File: config.mk
export PLATFORM = sky130hd
export DESIGN_NAME = pgcb_subsys
export DESIGN_NICKNAME = d
export VERILOG_FILES = /design/src/source/pgcb_pkg.sv /design/src/source/pgcb_cfg_if.sv /design/src/source/pgcb_cfg_shadow.sv /design/src/source/pgcb_sequencer.sv /design/src/source/pmc_responder.sv /design/src/source/pgcb_subsys.sv
export SDC_FILE = /design/constraint.sdc
export NUM_CORES = 1
export LEC_CHECK = 0
export BUFFER_PORTS_ARGS = -buffer_cell sky130_fd_sc_hd__buf_2
export CAP_MARGIN = 25
export CORE_ASPECT_RATIO = 0.75
export CORE_UTILIZATION = 42
export DETAILED_ROUTE_END_ITERATION = 7
export GPL_ROUTABILITY_DRIVEN = 0
export GPL_TIMING_DRIVEN = 0
export PLACE_DENSITY = 0.67
export SLEW_MARGIN = 15
export SYNTH_ARGS = -nofsm -noshare
export SYNTH_HDL_FRONTEND = slang
export SYNTH_HIERARCHICAL = 1
export SYNTH_SLANG_ARGS = --single-unit
File: constraint.sdc
create_clock -name pgcb_clk -period 3.9 [get_ports pgcb_clk]
set_input_delay 0.78 -clock pgcb_clk [delete_from_list [all_inputs] [get_ports pgcb_clk]]
set_output_delay 0.78 -clock pgcb_clk [all_outputs]
set_load 0.005 [all_outputs]
File: src/source/pgcb_pkg.sv
package pgcb_pkg;

    // phase width, a value v holds the phase for v+1 cycles
    typedef logic [1:0] pgcb_delay_t;

    // phase down-counter
    // same width as the delay so a width loads straight in
    typedef logic [1:0] pgcb_count_t;

    // sequencer states
    // down path runs isolate -> reset -> pok -> request
    // up path runs the same steps in reverse
    typedef enum logic [3:0] {
        PG_ACTIVE,
        PG_ISOLATE,
        PG_RSTDOWN,
        PG_POKDOWN,
        PG_REQ_OFF,
        PG_OFF,
        PG_REQ_ON,
        PG_POKUP,
        PG_RSTUP,
        PG_DEISOLATE
    } pgcb_state_t;

endpackage

File: src/source/pgcb_cfg_if.sv
`timescale 1ns/10ps

// active phase widths, shadow -> sequencer
interface pgcb_cfg_if import pgcb_pkg::*; ();

    // power-down widths
    pgcb_delay_t t_isolate;
    pgcb_delay_t t_rstdown;
    pgcb_delay_t t_pokdown;

    // power-up widths
    pgcb_delay_t t_pokup;
    pgcb_delay_t t_rstup;
    pgcb_delay_t t_deisolate;

    // shadow side owns every width
    modport src (
        output t_isolate, t_rstdown, t_pokdown,
        output t_pokup, t_rstup, t_deisolate
    );

    // sequencer only reads
    modport dst (
        input t_isolate, t_rstdown, t_pokdown,
        input t_pokup, t_rstup, t_deisolate
    );

endinterface

File: src/source/pgcb_cfg_shadow.sv
`timescale 1ns/10ps

module pgcb_cfg_shadow import pgcb_pkg::*; (
    input  logic           pgcb_clk,
    input  logic           rst_n,
    input  logic           cfg_load,
    input  pgcb_delay_t    cfg_isolate,
    input  pgcb_delay_t    cfg_rstdown,
    input  pgcb_delay_t    cfg_pokdown,
    input  pgcb_delay_t    cfg_pokup,
    input  pgcb_delay_t    cfg_rstup,
    input  pgcb_delay_t    cfg_deisolate,
    input  logic           idle,
    input  logic           pwrgate_active,
    pgcb_cfg_if.src        cfg
);

    // slot 0 isolate ... slot 5 deisolate
    pgcb_delay_t [5:0] cfg_in;
    pgcb_delay_t [5:0] act_q;
    pgcb_delay_t [5:0] pend_q;
    logic              pend_vld;
    logic              window;

    // domain powered and settled, no sequence can be running
    assign window = idle && !pwrgate_active;

    assign cfg_in = {cfg_deisolate, cfg_rstup, cfg_pokup, cfg_pokdown, cfg_rstdown, cfg_isolate};

    // commit path
    // a fresh load in the window wins over an older pending copy
    always_ff @(posedge pgcb_clk or negedge rst_n) begin
        if (!rst_n) begin
            act_q    <= '1;
            pend_vld <= 1'b0;
        end else if (window && cfg_load) begin
            act_q    <= cfg_in;
            pend_vld <= 1'b0;
        end else if (window && pend_vld) begin
            act_q    <= pend_q;
            pend_vld <= 1'b0;
        end else if (cfg_load) begin
            pend_vld <= 1'b1;
        end
    end

    // pending copy, newest strobe overwrites
    always_ff @(posedge pgcb_clk) begin
        if (cfg_load) begin
            pend_q <= cfg_in;
        end
    end

    assign cfg.t_isolate   = act_q[0];
    assign cfg.t_rstdown   = act_q[1];
    assign cfg.t_pokdown   = act_q[2];
    assign cfg.t_pokup     = act_q[3];
    assign cfg.t_rstup     = act_q[4];
    assign cfg.t_deisolate = act_q[5];

    // widths frozen for the whole gated period, sequencer idle flag included
    a_cfg_frozen: assert property (@(posedge pgcb_clk) disable iff (!rst_n)
        pwrgate_active |-> $stable(act_q))
        else $error("active widths changed while gating");

endmodule

File: src/source/pgcb_sequencer.sv
`timescale 1ns/10ps

module pgcb_sequencer import pgcb_pkg::*; #(
    parameter bit DEF_PWRON = 1'b1
) (
    input  logic      pgcb_clk,
    input  logic      rst_n,
    input  logic      sleep_req,
    input  logic      wake,
    input  logic      pg_disable,
    pgcb_cfg_if.dst   cfg,
    input  logic      pg_ack_b,
    output logic      pg_req_b,
    output logic      isol_b,
    output logic      rst_b,
    output logic      pok,
    output logic      pwrgate_active,
    output logic      power_off,
    output logic      idle
);

    pgcb_state_t state;
    pgcb_count_t cnt;
    logic        ack_q;
    logic        go_down;
    logic        cnt_done;
    logic        ack_match;

    // wake beats sleep, disable only blocks entry to power down
    assign go_down   = sleep_req && !pg_disable && !wake;
    assign cnt_done  = (cnt == '0);
    // ack seen one cycle late through ack_q
    assign ack_match = (ack_q == pg_req_b);

    // settled in a stable state with nothing about to move it
    assign idle = ((state == PG_ACTIVE) && !go_down) || ((state == PG_OFF) && !wake);

    // outputs change on the state edge, so the order follows the state order
    always_ff @(posedge pgcb_clk or negedge rst_n) begin
        if (!rst_n) begin
            state          <= DEF_PWRON ? PG_ACTIVE : PG_OFF;
            cnt            <= '0;
            ack_q          <= DEF_PWRON;
            pg_req_b       <= DEF_PWRON;
            isol_b         <= DEF_PWRON;
            rst_b          <= DEF_PWRON;
            pok            <= DEF_PWRON;
            pwrgate_active <= 1'b0;
            power_off      <= !DEF_PWRON;
        end else begin
            ack_q <= pg_ack_b;
            case (state)
                PG_ACTIVE: begin
                    if (go_down) begin
                        state          <= PG_ISOLATE;
                        cnt            <= cfg.t_isolate;
                        pwrgate_active <= 1'b1;
                    end
                end
                // down path
                PG_ISOLATE: begin
                    if (cnt_done) begin
                        state  <= PG_RSTDOWN;
                        cnt    <= cfg.t_rstdown;
                        isol_b <= 1'b0;
                    end else begin
                        cnt <= cnt - 1'b1;
                    end
                end
                PG_RSTDOWN: begin
                    if (cnt_done) begin
                        state <= PG_POKDOWN;
                        cnt   <= cfg.t_pokdown;
                        rst_b <= 1'b0;
                    end else begin
                        cnt <= cnt - 1'b1;
                    end
                end
                PG_POKDOWN: begin
                    // pok drops and the gating request goes out together
                    if (cnt_done) begin
                        state    <= PG_REQ_OFF;
                        pok      <= 1'b0;
                        pg_req_b <= 1'b0;
                    end else begin
                        cnt <= cnt - 1'b1;
                    end
                end
                PG_REQ_OFF: begin
                    // wait as long as the controller needs
                    if (ack_match) begin
                        state     <= PG_OFF;
                        power_off <= 1'b1;
                    end
                end
                PG_OFF: begin
                    if (wake) begin
                        state     <= PG_REQ_ON;
                        pg_req_b  <= 1'b1;
                        power_off <= 1'b0;
                    end
                end
                // up path
                PG_REQ_ON: begin
                    if (ack_match) begin
                        state <= PG_POKUP;
                        cnt   <= cfg.t_pokup;
                    end
                end
                PG_POKUP: begin
                    if (cnt_done) begin
                        state <= PG_RSTUP;
                        cnt   <= cfg.t_rstup;
                        pok   <= 1'b1;
                    end else begin
                        cnt <= cnt - 1'b1;
                    end
                end
                PG_RSTUP: begin
                    if (cnt_done) begin
                        state <= PG_DEISOLATE;
                        cnt   <= cfg.t_deisolate;
                        rst_b <= 1'b1;
                    end else begin
                        cnt <= cnt - 1'b1;
                    end
                end
                PG_DEISOLATE: begin
                    // isolation release closes the sequence
                    if (cnt_done) begin
                        state          <= PG_ACTIVE;
                        isol_b         <= 1'b1;
                        pwrgate_active <= 1'b0;
                    end else begin
                        cnt <= cnt - 1'b1;
                    end
                end
                default: begin
                    state <= PG_ACTIVE;
                end
            endcase
        end
    end

    // no power-ok on a domain held in reset while gated
    a_off_pok: assert property (@(posedge pgcb_clk) disable iff (!rst_n)
        (state == PG_OFF) |-> (!pok || rst_b))
        else $error("pok high with rst_b low in PG_OFF");

    // isolation must cover every cycle without power-ok
    a_isol_pok: assert property (@(posedge pgcb_clk) disable iff (!rst_n)
        !pok |-> !isol_b)
        else $error("isol_b high while pok low");

    a_req_chg: assert property (@(posedge pgcb_clk) disable iff (!rst_n)
        $changed(pg_req_b) |-> (state inside {PG_REQ_OFF, PG_REQ_ON}))
        else $error("pg_req_b moved outside a request state");

endmodule

File: src/source/pmc_responder.sv
`timescale 1ns/10ps

module pmc_responder #(
    parameter bit DEF_PWRON = 1'b1,
    parameter int ACK_DELAY = 8
) (
    input  logic pgcb_clk,
    input  logic rst_n,
    input  logic pg_req_b,
    output logic pg_ack_b
);

    // wide enough to hold ACK_DELAY-1
    localparam int CW = (ACK_DELAY > 1) ? $clog2(ACK_DELAY) : 1;

    logic [CW-1:0] cnt;
    logic          differ;
    logic          cnt_hit;

    assign differ  = (pg_req_b != pg_ack_b);
    assign cnt_hit = (cnt == CW'(ACK_DELAY - 1));

    // ack follows the request ACK_DELAY cycles after its edge
    always_ff @(posedge pgcb_clk or negedge rst_n) begin
        if (!rst_n) begin
            cnt      <= '0;
            pg_ack_b <= DEF_PWRON;
        end else if (differ) begin
            if (cnt_hit) begin
                pg_ack_b <= pg_req_b;
                cnt      <= '0;
            end else begin
                cnt <= cnt + 1'b1;
            end
        end else begin
            // request back at the old level, start over
            cnt <= '0;
        end
    end

    // an ack edge answers a request that held its new level for ACK_DELAY cycles
    a_ack_answers: assert property (@(posedge pgcb_clk) disable iff (!rst_n)
        $changed(pg_ack_b) |-> $past(differ) && ($past(pg_req_b, ACK_DELAY) == pg_ack_b))
        else $error("pg_ack_b moved before the request held for ACK_DELAY cycles");

endmodule

File: src/source/pgcb_subsys.sv
`timescale 1ns/10ps

module pgcb_subsys import pgcb_pkg::*; #(
    parameter bit DEF_PWRON = 1'b1,
    parameter int ACK_DELAY = 8
) (
    input  logic        pgcb_clk,
    input  logic        rst_n,
    input  logic        sleep_req,
    input  logic        wake,
    input  logic        pg_disable,
    input  logic        cfg_load,
    input  pgcb_delay_t cfg_isolate,
    input  pgcb_delay_t cfg_rstdown,
    input  pgcb_delay_t cfg_pokdown,
    input  pgcb_delay_t cfg_pokup,
    input  pgcb_delay_t cfg_rstup,
    input  pgcb_delay_t cfg_deisolate,
    output logic        isol_b,
    output logic        rst_b,
    output logic        pok,
    output logic        pwrgate_active,
    output logic        power_off,
    output logic        idle
);

    // gating handshake, kept inside the subsystem
    logic pg_req_b;
    logic pg_ack_b;

    pgcb_cfg_if cfg_if ();

    // config window depends on the sequencer's own status
    pgcb_cfg_shadow shadow_i (
        .pgcb_clk       (pgcb_clk),
        .rst_n          (rst_n),
        .cfg_load       (cfg_load),
        .cfg_isolate    (cfg_isolate),
        .cfg_rstdown    (cfg_rstdown),
        .cfg_pokdown    (cfg_pokdown),
        .cfg_pokup      (cfg_pokup),
        .cfg_rstup      (cfg_rstup),
        .cfg_deisolate  (cfg_deisolate),
        .idle           (idle),
        .pwrgate_active (pwrgate_active),
        .cfg            (cfg_if.src)
    );

    pgcb_sequencer #(
        .DEF_PWRON (DEF_PWRON)
    ) seq_i (
        .pgcb_clk       (pgcb_clk),
        .rst_n          (rst_n),
        .sleep_req      (sleep_req),
        .wake           (wake),
        .pg_disable     (pg_disable),
        .cfg            (cfg_if.dst),
        .pg_ack_b       (pg_ack_b),
        .pg_req_b       (pg_req_b),
        .isol_b         (isol_b),
        .rst_b          (rst_b),
        .pok            (pok),
        .pwrgate_active (pwrgate_active),
        .power_off      (power_off),
        .idle           (idle)
    );

    // power controller stand-in
    pmc_responder #(
        .DEF_PWRON (DEF_PWRON),
        .ACK_DELAY (ACK_DELAY)
    ) pmc_i (
        .pgcb_clk (pgcb_clk),
        .rst_n    (rst_n),
        .pg_req_b (pg_req_b),
        .pg_ack_b (pg_ack_b)
    );

endmodule

Yosys cells after proc, flatten, opt, wreduce, memory -nomap -nowiden --
Cells that the tools add are included.
Storage, ports and cells: flip-flop bits (word level) 42, input bits 18
Operators by class: add/subtract/negate cells 2, eq/ne operators 23, multiplexer cells 38, reduce and logical (&&, ||, !) cells 33
Operator list (number):
- 4-bit 2-to-1 mux | 10
- 4-bit case mux with 10 select lines | 1
- 12-bit 2-to-1 mux | 2
- 2-bit by 1-bit inequality test with 1-bit output, second input constant | 9
- 3-bit AND reduction | 6
- 4-bit by 3-bit == test with 1-bit output, second input constant | 4
- 2-bit 2-to-1 mux | 7
- 2-bit case mux with 7 select lines | 1
- 2-bit nonzero test | 7
- 1-bit case mux with 2 select lines | 6
- 10-bit AND reduction | 1
- 1-bit 2-to-1 mux | 9
- 4-bit by 2-bit == test with 1-bit output, second input constant | 2
- 4-bit == test, second input constant | 2
- 1-bit logical AND | 7
- 7-bit nonzero test | 1
- 3-bit 2-to-1 mux | 2
- 4-bit by 1-bit == test with 1-bit output, second input constant | 1
- 1-bit logical NOT | 4
- 4-bit logical NOT | 1
- 2-bit inequality test, second input constant | 2
- 4-bit AND reduction | 1
- 3-bit by 1-bit adder with 3-bit output, second input constant | 1
- 3-bit == test, second input constant | 1
- 8 further kinds | 8

Longest topological paths before layout --
Gate-level depths: netlist (run 1).
word-level depth 10, mapped depth 8

Hierarchy --
Netlist (run 1), hierarchy kept.
By module, submodules not included:
- pgcb_cfg_shadow | instances 1, cells an instance 55, area an instance 1031.0 sq um, sequential area each 700.7 sq um
- pgcb_sequencer | instances 1, cells an instance 118, area an instance 968.4 sq um, sequential area each 331.6 sq um
- pmc_responder | instances 1, cells an instance 11, area an instance 171.4 sq um, sequential area each 101.3 sq um

Worst setup path after synthesis (run 1) --
OpenSTA, ideal clock, no wires.
path type input port to flip-flop, from in wake, to reg shadow_i.act_q, in the netlist shadow_i/cfg.t_deisolate[1], setup time 0.082 ns, arrival time 1.939 ns, setup slack 1.879 ns, stages on the path 4, path buffers 1, path through o32ai_2 nor3b_4 buf_6 mux2_2
Between the ends: word-level cells in the longest chain between the ends 8, elaborated cells between the ends (all ways) 11, those cells by class 1 x mux; 10 x reduce/logical
RTL lines:
- start: declaration | line pgcb_subsys.sv:10 | input logic wake,
- 1-bit logical NOT (*) | line pgcb_sequencer.sv:30, pgcb_sequencer.sv:36
- 1-bit logical AND | line pgcb_sequencer.sv:30 | assign go_down = sleep_req && !pg_disable && !wake;
- 1-bit logical NOT | line pgcb_sequencer.sv:36 | assign idle = ((state == PG_ACTIVE) && !go_down) || ((state == PG_OFF) && !wake);
- 1-bit logical AND | line pgcb_sequencer.sv:36
- 1-bit logical OR (*) | line pgcb_sequencer.sv:36
- 1-bit logical AND (*) | line pgcb_cfg_shadow.sv:26 | assign window = idle && !pwrgate_active;
- 1-bit logical AND (on tied branches) | line pgcb_cfg_shadow.sv:36, pgcb_cfg_shadow.sv:39
- 12-bit 2-to-1 mux / 2-bit nonzero test (equally long branches)
- end signal: assignment | line pgcb_cfg_shadow.sv:37 | act_q <= cfg_in;
- end signal: assignment | line pgcb_cfg_shadow.sv:40 | act_q <= pend_q;
- end: declaration | line pgcb_cfg_shadow.sv:20 | pgcb_delay_t [5:0] act_q;
Every way passes the cells marked *; elsewhere a longest branch is shown, timed or not. A chain may end at the register's enable or synchronous reset.

Final worst setup path (run 1) --
from reg seq_i.state[0], to out idle
Between the ends: word-level cells in the longest chain between the ends 3, elaborated cells between the ends (all ways) 5, those cells by class 1 x eq/ne; 4 x reduce/logical
RTL lines:
- start: declaration | line pgcb_sequencer.sv:22 | pgcb_state_t state;
- start signal: assignment | line pgcb_sequencer.sv:41 | state <= DEF_PWRON ? PG_ACTIVE : PG_OFF;
- 4-bit by 3-bit == test with 1-bit output / 4-bit logical NOT (equally long branches) | line pgcb_sequencer.sv:36
- 1-bit logical AND | line pgcb_sequencer.sv:36
- 1-bit logical OR (*) | line pgcb_sequencer.sv:36
- end: declaration | line pgcb_subsys.sv:24 | output logic idle
Marks and branches as above.

==> impl_metrics.tcl, run 1 <==
set metrics [dict create \
    status "complete, no violations" \
    leakagePower_nw 0.977 \
    ys_types 45 \
    instances_no_fill 275 \
    path_cells "or4_4, o32ai_2, buf_2" \
    drt_iter0_markers 144 \
    power_mw 1.89 \
    cts-root-buf "clkbuf_8" \
    post-route-period-util_pct 64.4 \
    cp.arrival_ns 1.73 \
    peakVddDrop_v 0.000267 \
    fin_nets 235 \
    finish.utilization_pct 49.6 \
    min_period_ns 2.51 \
    maxSlewViolCount 0 \
    cts.path.max_buffers 2 \
    worstSetupPathType "flop to primary output" \
    setup_ws_ns 1.39 \
    stdcell_area_mm2 0.00244 \
    cts_tree "yes" \
    core_area_mm2 0.00493 \
    die_h_um 64.3 \
    setup.worst_path.start_class "flop" \
    antenna_found_initial 0 \
    syn-num-nets 205 \
    final.setup.tns_ns 0 \
    post_cts_buffers 0 \
    finalSetupViolCount 0 \
    layout-drive-gt1-share_pct 40.5 \
    drc_errors 0 \
    ios 24 \
    insertion_delay_ns 0.29 \
    finClkSkew_ns 0.00809 \
    maxCapViolations 0 \
    die_area_mm2 0.00546 \
    postCtsResizedCells 0 \
    p_per_area_mw_per_mm2 774 \
    synth_top_family_by_area "compound AO/OA/AOI/OAI gates" \
    synth-async-reset-ratio_pct 71.4 \
    synth_top_area_share_pct 21.8 \
    gr-total-overflow 0 \
    wl_um 4180 \
    dr_total_vias 1490 \
    dp_cells 267 \
    drt_first_pass_iters 4 \
    viasPerCell 5.42 \
    synth_area_leader_cell "dfstp_2" \
    max_freq_ghz 0.398 \
    holdWs_ns 0.380 \
    num_antenna_cells 0 \
    num_rows 22 \
    hold_viol 0 \
    cts_hold_buf 0 \
    crit_slowest_cell "or4_4" \
    initial_core_util_pct 44.1 \
    synthXorXnorAreaFrac_pct 1.21 \
    cts_inserted_buffers 5 \
    syn_inst 184 \
    slew_headroom_pct 56.3 \
    synth-edff-count 12 \
    ant_nets 0 \
    critical_path_buf_inv_count 1 \
    clock_sinks 42 \
    rsz0062_at_grt "false" \
    die_x_um 85.0 \
    crit_path_max_fanout 7 \
    synth_area_leaders "dfstp_2 22%, edfxtp_1 17%, dfrtp_1 14%" \
    yosys_warnings 6 \
    synth_mux_area_share_pct 13.8 \
    ys_seq_area_share_pct 52.2 \
    pre_cts_ws_ns 1.49 \
    end_kind "primary output" \
    wire_per_inst_um 15.2 \
    dpl.hpwl_um 3030 \
    ys_seq_elements 42 \
    hold_class "flop to flop" \
    grt_pass1_vias 1504 \
    portBuffers 23 \
    track_usage_pct 17.3 \
    clk_pin_slew_ns 0.07 \
    grt_max_degree 31 \
    htreeDepth 2 \
    cpLargestDelayFamily "simple AND/OR/NAND/NOR gates" \
    synthAdderAreaFrac_pct 1.73 \
    n_fill_cell 458 \
    syn_area_mm2 0.00217 \
    cpPeakStageDelay_ns 0.54 \
    synth_compound_area_share_pct 13.9 \
    synth_simple_gate_area_share_pct 13.0 \
    grt_pass1_wl_um 7220 \
    avgSynthCellArea_um2 11.8 \
    worstMarginPinSlew_ns 0.656 \
    ys.flop_type "dfstp_2" \
    required_ns 3.12 \
    placed_cell_area_mm2 0.00236 \
    area_growth_pct 12.5 \
]
cell usage in the layout (no fill, tap or decap), types with 3 or more instances in the layout:
cell type  instances
dfstp_2           18
inv_1              9
clkbuf_1           3
edfxtp_1          12
nor3_1             4
nand3_1            3
mux2_2            23
nor2_1             6
nand2_1           11
ha_1               3
nor2b_1            5
o21ai_0           13
dfrtp_1           12
o211ai_1           3
nand2b_1           5
o2111ai_1          3
buf_2             28
o31ai_1            3
a21oi_1           10
clkbuf_8           5
kinds of logic (layout without fill, tap and decap cells):
kind of cell,count (synthesis),count (layout)
buffers and inverters,19,50
AOI/OAI and AO/OA,44,44
and+or+nand+nor,47,47
xor gates and xnor gates,3,3
DFF,42,42
adders and majority gates,3,3
muxes,26,26
synth_stat cells (3+ instances only):
master and n:
nand2b_1 5, o2111ai_1 3, nor2b_1 5, inv_1 9, nor3_1 4, nand3_1 3
edfxtp_1 12, dfstp_2 18, o31ai_1 3, o211ai_1 3, nor2_1 6, ha_1 3
mux2_2 23, nand2_1 11, buf_2 5, dfrtp_1 12, o21ai_0 13, a21oi_1 10
power breakdown:
group          switching [mW]  total, mW  internal (mW)
Clock                   0.141      0.264          0.123
Combinational           0.485      0.867          0.382
Sequential             0.0990      0.759          0.659
metal layers:
metal,global-route usage [%],vias up,wire length [µm]
li1,-,733,-
met1,24.8,715,2170
met2,24.0,40,1720
met3,6.33,2,269
met4,5.30,0,18
met5,0,-,0
registers in the layout, summed over array words and instances (netlist names):
signal / count
seq_i/pok: 1
shadow_i/cfg.t_isolate: 2
shadow_i/cfg.t_deisolate: 2
seq_i/cnt: 2
shadow_i/cfg.t_rstdown: 2
seq_i/pg_req_b: 1
seq_i/ack_q: 1
seq_i/power_off: 1
seq_i/pwrgate_active: 1
shadow_i/cfg.t_rstup: 2
seq_i/state: 4
shadow_i/pend_vld: 1
shadow_i/pend_q: 12
shadow_i/cfg.t_pokup: 2
shadow_i/cfg.t_pokdown: 2
seq_i/isol_b: 1
pmc_i/pg_ack_b: 1
seq_i/rst_b: 1
pmc_i/cnt: 3
worst paths after layout:
path,startpoint,to,slack (ns),depth (start not counted)
setup / recovery,seq_i/state[0]$_DFFE_PN0P_,idle,1.39,3
hold / removal,pmc_i/pg_ack_b$_DFFE_PN1P_,seq_i/ack_q$_DFF_PN1_,0.38,0
setup reg to reg,seq_i/state[0]$_DFFE_PN0P_,shadow_i/cfg.t_pokup[1]$_DFFE_PN1P_,1.70,5
hold reg to reg,pmc_i/pg_ack_b$_DFFE_PN1P_,seq_i/ack_q$_DFF_PN1_,0.38,0
max in group asynchronous,rst_n,seq_i/pwrgate_active$_DFFE_PN0P_,2.96,1
min in group asynchronous,rst_n,seq_i/cnt[1]$_DFFE_PN0P_,0.52,1
area by class of cell:
cell class | instances | area (µm²) | area share, %
repair buffers | 23 | 115 | 4.71
clock inverters | 2 | 8.76 | 0.359
inverters | 9 | 33.8 | 1.38
flip-flops and latches | 42 | 1130 | 46.4
plain buffers | 10 | 55.1 | 2.25
well taps | 60 | 75.1 | 3.07
multi-input cells | 123 | 948 | 38.8
clock buffers | 6 | 72.6 | 2.97
Power figures use the tool's default switching activity.
==> inputs of run 2 (changes only) <==
- PLACE_DENSITY: 0.67 -> 0.7
- clock period: 3.9 -> 2.3 ns (I/O delays scaled with it)
==> impl_metrics.tcl, run 2 (synthesis gave the netlist of run 1 again) <==
set metrics [dict create \
    status "complete, no violations" \
    wire_per_inst_um 14.7 \
    grt_pass1_wl_um 7010 \
    slew_headroom_pct 56.6 \
    insertion_delay_ns 0.28 \
    postCtsResizedCells 0 \
    maxSlewViolCount 0 \
    peakVddDrop_v 0.000522 \
    n_fill_cell 451 \
    final_cell_mix "28 x buf_2, 23 x mux2_2, 18 x dfstp_2" \
    hold_class "input pin to async pin" \
    regArea_mm2 0.00113 \
    area_growth_pct 12.5 \
    die_area_mm2 0.00546 \
    gr-total-overflow 0 \
    dpl.hpwl_um 2970 \
    worstMarginPinSlew_ns 0.651 \
    cp.arrival_ns 1.73 \
    leakagePower_nw 0.977 \
    cts_inserted_buffers 5 \
    wl_um 4050 \
    reg2reg_slack_ns 0.13 \
    initial_core_util_pct 44.1 \
    crit_path_max_fanout 7 \
    end_kind "primary output" \
    fin_nets 235 \
    grt_pass1_vias 1426 \
    final_common_cell "buf_2" \
    htreeDepth 2 \
    finClkSkew_ns 0.00786 \
    worstSetupPathType "flop to primary output" \
    ios 24 \
    antenna_found_initial 0 \
    maxCapViolations 0 \
    cts_hold_buf 0 \
    cpLargestDelayFamily "simple AND/OR/NAND/NOR gates" \
    critical_path_buf_inv_count 1 \
    track_usage_pct 16.6 \
    viasPerCell 5.54 \
    largest_reg_flops 12 \
    grt_max_degree 31 \
    crit_slowest_cell "or4_4" \
    post_cts_buffers 0 \
    r2r_start "seq_i/state[0]$_DFFE_PN0P_" \
    dr_total_vias 1523 \
    hold_viol 0 \
    cts-root-buf "clkbuf_8" \
    min_period_ns 2.19 \
    clock_sinks 42 \
    multi_input_area_um2 948 \
    post-route-period-util_pct 95.1 \
    top_regs "shadow_i/pend_q: 12 flops, seq_i/state: 4 flops, pmc_i/cnt: 3 flops" \
    largest_register "shadow_i/pend_q" \
    drt_iter0_markers 91 \
    worst_r2r_endpoint "shadow_i/cfg.t_rstdown[1]$_DFFE_PN1P_" \
    power_mw 3.19 \
    die_h_um 64.3 \
    rsz0062_at_grt "false" \
    p_per_area_mw_per_mm2 1310 \
    die_x_um 85.0 \
    cts_tree "yes" \
    ant_nets 0 \
    reg2reg_depth 5 \
    max_freq_ghz 0.457 \
    drt_first_pass_iters 4 \
    num_rows 22 \
    final.setup.tns_ns 0 \
    drc_errors 0 \
    path_cells "or4_4, o32ai_2, buf_2" \
    setup.worst_path.start_class "flop" \
    clk_pin_slew_ns 0.08 \
    required_ns 1.84 \
    cpPeakStageDelay_ns 0.55 \
    core_area_mm2 0.00493 \
    num_antenna_cells 0 \
    finalSetupViolCount 0 \
    cts.path.max_buffers 2 \
    portBuffers 23 \
    layout-drive-gt1-share_pct 40.5 \
]
[run 2: worst max path at each step]
stage | endpoint | slack, ns | depth (start not counted) | from
2_1_floorplan | shadow_i/cfg.t_deisolate[1]$_DFFE_PN1P_ | 0.31 | 5 | seq_i/state[0]$_DFFE_PN0P_
3_3_place_gp | shadow_i/cfg.t_isolate[1]$_DFFE_PN1P_ | 0.15 | 5 | seq_i/state[0]$_DFFE_PN0P_
3_5_place_dp | shadow_i/cfg.t_rstdown[1]$_DFFE_PN1P_ | 0.12 | 5 | seq_i/state[0]$_DFFE_PN0P_
4_1_cts | idle | 0.10 | 3 | seq_i/state[0]$_DFFE_PN0P_
5_1_grt | idle | 0.05 | 3 | seq_i/state[0]$_DFFE_PN0P_
6_report | idle | 0.11 | 3 | seq_i/state[0]$_DFFE_PN0P_
[run 2: final cells by class]
type                    instances  area share, %
plain buffers                  10           2.25
clock buffers                   6           2.97
clock inverters                 2          0.359
inverters                       9           1.38
multi-input cells             123           38.8
flip-flops and latches         42           46.4
well taps                      60           3.07
repair buffers                 23           4.71
[run 2: through the flow]
| stage | area, µm² | cells | utilization [%] | hold WS (ns) | worst slack, ns |
|---|---|---|---|---|---|
| 6_report | 2440 | 275 | 49.6 | 0.197 | 0.113 |
| 5_1_grt | 2440 | 275 | 49.6 | 0.237 | 0.0469 |
| 4_1_cts | 2440 | 275 | 49.6 | 0.222 | 0.103 |
| 3_5_place_dp | 2360 | 267 | 47.9 | 0.370 | 0.116 |
| 3_3_place_gp | 2360 | 267 | 47.9 | 0.368 | 0.153 |
| 2_1_floorplan | 2170 | 184 | - | 0.164 | 0.307 |
[run 2: where the power goes]
group	switching (mW)	total, mW	internal [mW]
combinational	0.813	1.46	0.649
sequential	0.168	1.29	1.12
clock	0.235	0.444	0.209
[run 2: routing by layer]
layer  up-vias  track usage (%)  part of all wire (%)
li1        733                -                     -
met1       751             24.5                    50
met2        37             23.8                    43
met3         2             4.39                   5.9
met4         0             4.24                  0.44
met5         -                0                     0
==> inputs of run 3 (changes only) <==
- CTS_CLUSTER_DIAMETER: default -> 60
- MAX_ROUTING_LAYER: default -> met4
- PLACE_DENSITY: 0.7 -> 0.69
==> impl_metrics.tcl, run 3 (synthesis gave the netlist of run 1 again) <==
set metrics [dict create \
    status "complete, no violations" \
    end_kind "flop" \
    wl_um 4280 \
    cts.path.max_buffers 2 \
    peakVddDrop_v 0.000457 \
    grt_pass1_vias 1541 \
    setup.worst_path.start_class "flop" \
    wire_per_inst_um 15.6 \
    largest_reg_flops 12 \
    num_rows 22 \
    die_area_mm2 0.00546 \
    gr-total-overflow 0 \
    hold_viol 0 \
    finalSetupViolCount 0 \
    ant_nets 0 \
    cpLargestDelayFamily "simple AND/OR/NAND/NOR gates" \
    cts_inserted_buffers 5 \
    regArea_mm2 0.00113 \
    final_common_cell "buf_2" \
    max_freq_ghz 0.463 \
    post-route-period-util_pct 93.8 \
    top_regs "shadow_i/pend_q: 12 flops, seq_i/state: 4 flops, pmc_i/cnt: 3 flops" \
    drt_iter0_markers 208 \
    fin_nets 235 \
    required_ns 2.52 \
    pre_cts_ws_ns 0.130 \
    insertion_delay_ns 0.28 \
    cts_hold_buf 0 \
    grt_max_degree 31 \
    finish.utilization_pct 49.8 \
    drt_first_pass_iters 4 \
    final_cell_mix "28 x buf_2, 23 x mux2_2, 18 x dfstp_2" \
    crit_path_max_fanout 10 \
    die_x_um 85.0 \
    track_usage_pct 18.4 \
    hold_class "input pin to async pin" \
    critical_path_buf_inv_count 1 \
    setup_ws_ns 0.142 \
    crit_slowest_cell "or4_4" \
    cts_tree "yes" \
    die_h_um 64.3 \
    htreeDepth 2 \
    viasPerCell 5.55 \
    antenna_found_initial 0 \
    p_per_area_mw_per_mm2 1330 \
    final.setup.tns_ns 0 \
    n_fill_cell 442 \
    ios 24 \
    grt_pass1_wl_um 7580 \
    drc_errors 0 \
    slew_headroom_pct 55.7 \
    multi_input_area_um2 960 \
    cts-root-buf "clkbuf_8" \
    num_antenna_cells 0 \
    clock_sinks 42 \
    portBuffers 23 \
    min_period_ns 2.16 \
    dr_total_vias 1527 \
    initial_core_util_pct 44.1 \
    maxCapViolations 0 \
    worstSetupPathType "flop to flop" \
    leakagePower_nw 0.978 \
    dpl.hpwl_um 3120 \
    area_growth_pct 13.0 \
    largest_register "shadow_i/pend_q" \
    rsz0062_at_grt "false" \
    worstMarginPinSlew_ns 0.665 \
    maxSlewViolCount 0 \
    cp.arrival_ns 2.37 \
    layout-drive-gt1-share_pct 40.5 \
    core_area_mm2 0.00493 \
    clk_pin_slew_ns 0.08 \
    cpPeakStageDelay_ns 0.56 \
    path_cells "or4_4, o32ai_4, nor3b_4, buf_6, mux2_2" \
    finClkSkew_ns 0.00348 \
]
[run 3: where the power goes]
part           total [mW]  leakage (nW)  internal, mW  switching, mW
Clock               0.450        0.0426         0.209          0.242
Combinational        1.52         0.485         0.658          0.859
Sequential           1.29         0.450          1.12          0.168
Total                3.25         0.978          1.98           1.27
[run 3: metal layers]
layer | vias to the layer above | part of all wire [%] | global-route usage, %
li1 | 733 | - | -
met4 | 0 | 0 | 4.66
met3 | 0 | 4.1 | 4.01
met1 | 756 | 53 | 26.3
met5 | - | 0 | -
met2 | 38 | 43 | 26.6
[run 3: path summary, 6_finish.rpt]
kind                            slack, ns                                    end  depth (start not counted)                       start
min in group pgcb_clk                0.36           shadow_i/pend_q[1]$_DFFE_PP_                          1              cfg_isolate[1]
worst min-delay path                 0.20               seq_i/cnt[1]$_DFFE_PN0P_                          1                       rst_n
worst max-delay path                 0.14  shadow_i/cfg.t_isolate[1]$_DFFE_PN1P_                          5  seq_i/state[0]$_DFFE_PN0P_
worst min register to register       0.38                  seq_i/ack_q$_DFF_PN1_                          0  pmc_i/pg_ack_b$_DFFE_PN1P_
max in group asynchronous            1.66                 pmc_i/cnt[1]$_DFF_PN0_                          1                       rst_n
worst max register to register       0.14  shadow_i/cfg.t_isolate[1]$_DFFE_PN1P_                          5  seq_i/state[0]$_DFFE_PN0P_
[run 3: timing repair]
action	4_1_cts	5_1_grt
setup buffers	0	0
endpoints found under the setup margin	0	9
gates resized for setup	0	1
[run 3: per-stage QoR]
stage | power, mW | std cells | cell area, µm² | hold slack, ns
finish | 3.25 | 275 | 2450 | 0.199
global route | 3.52 | 275 | 2450 | 0.250
CTS | 3.24 | 275 | 2440 | 0.228
detailed placement | 2.77 | 267 | 2360 | 0.373
global placement | 2.73 | 267 | 2360 | 0.368
floorplan | 2.38 | 184 | 2170 | 0.164
[run 3: area by class of cell]
class	count	area share [%]
Sequential cell	42	46.2
Multi-Input combinational cell	123	39.1
Timing Repair Buffer	23	4.69
Tap cell	60	3.06
Clock buffer	6	2.96
Buffer	10	2.24
Inverter	9	1.38
Clock inverter	2	0.357
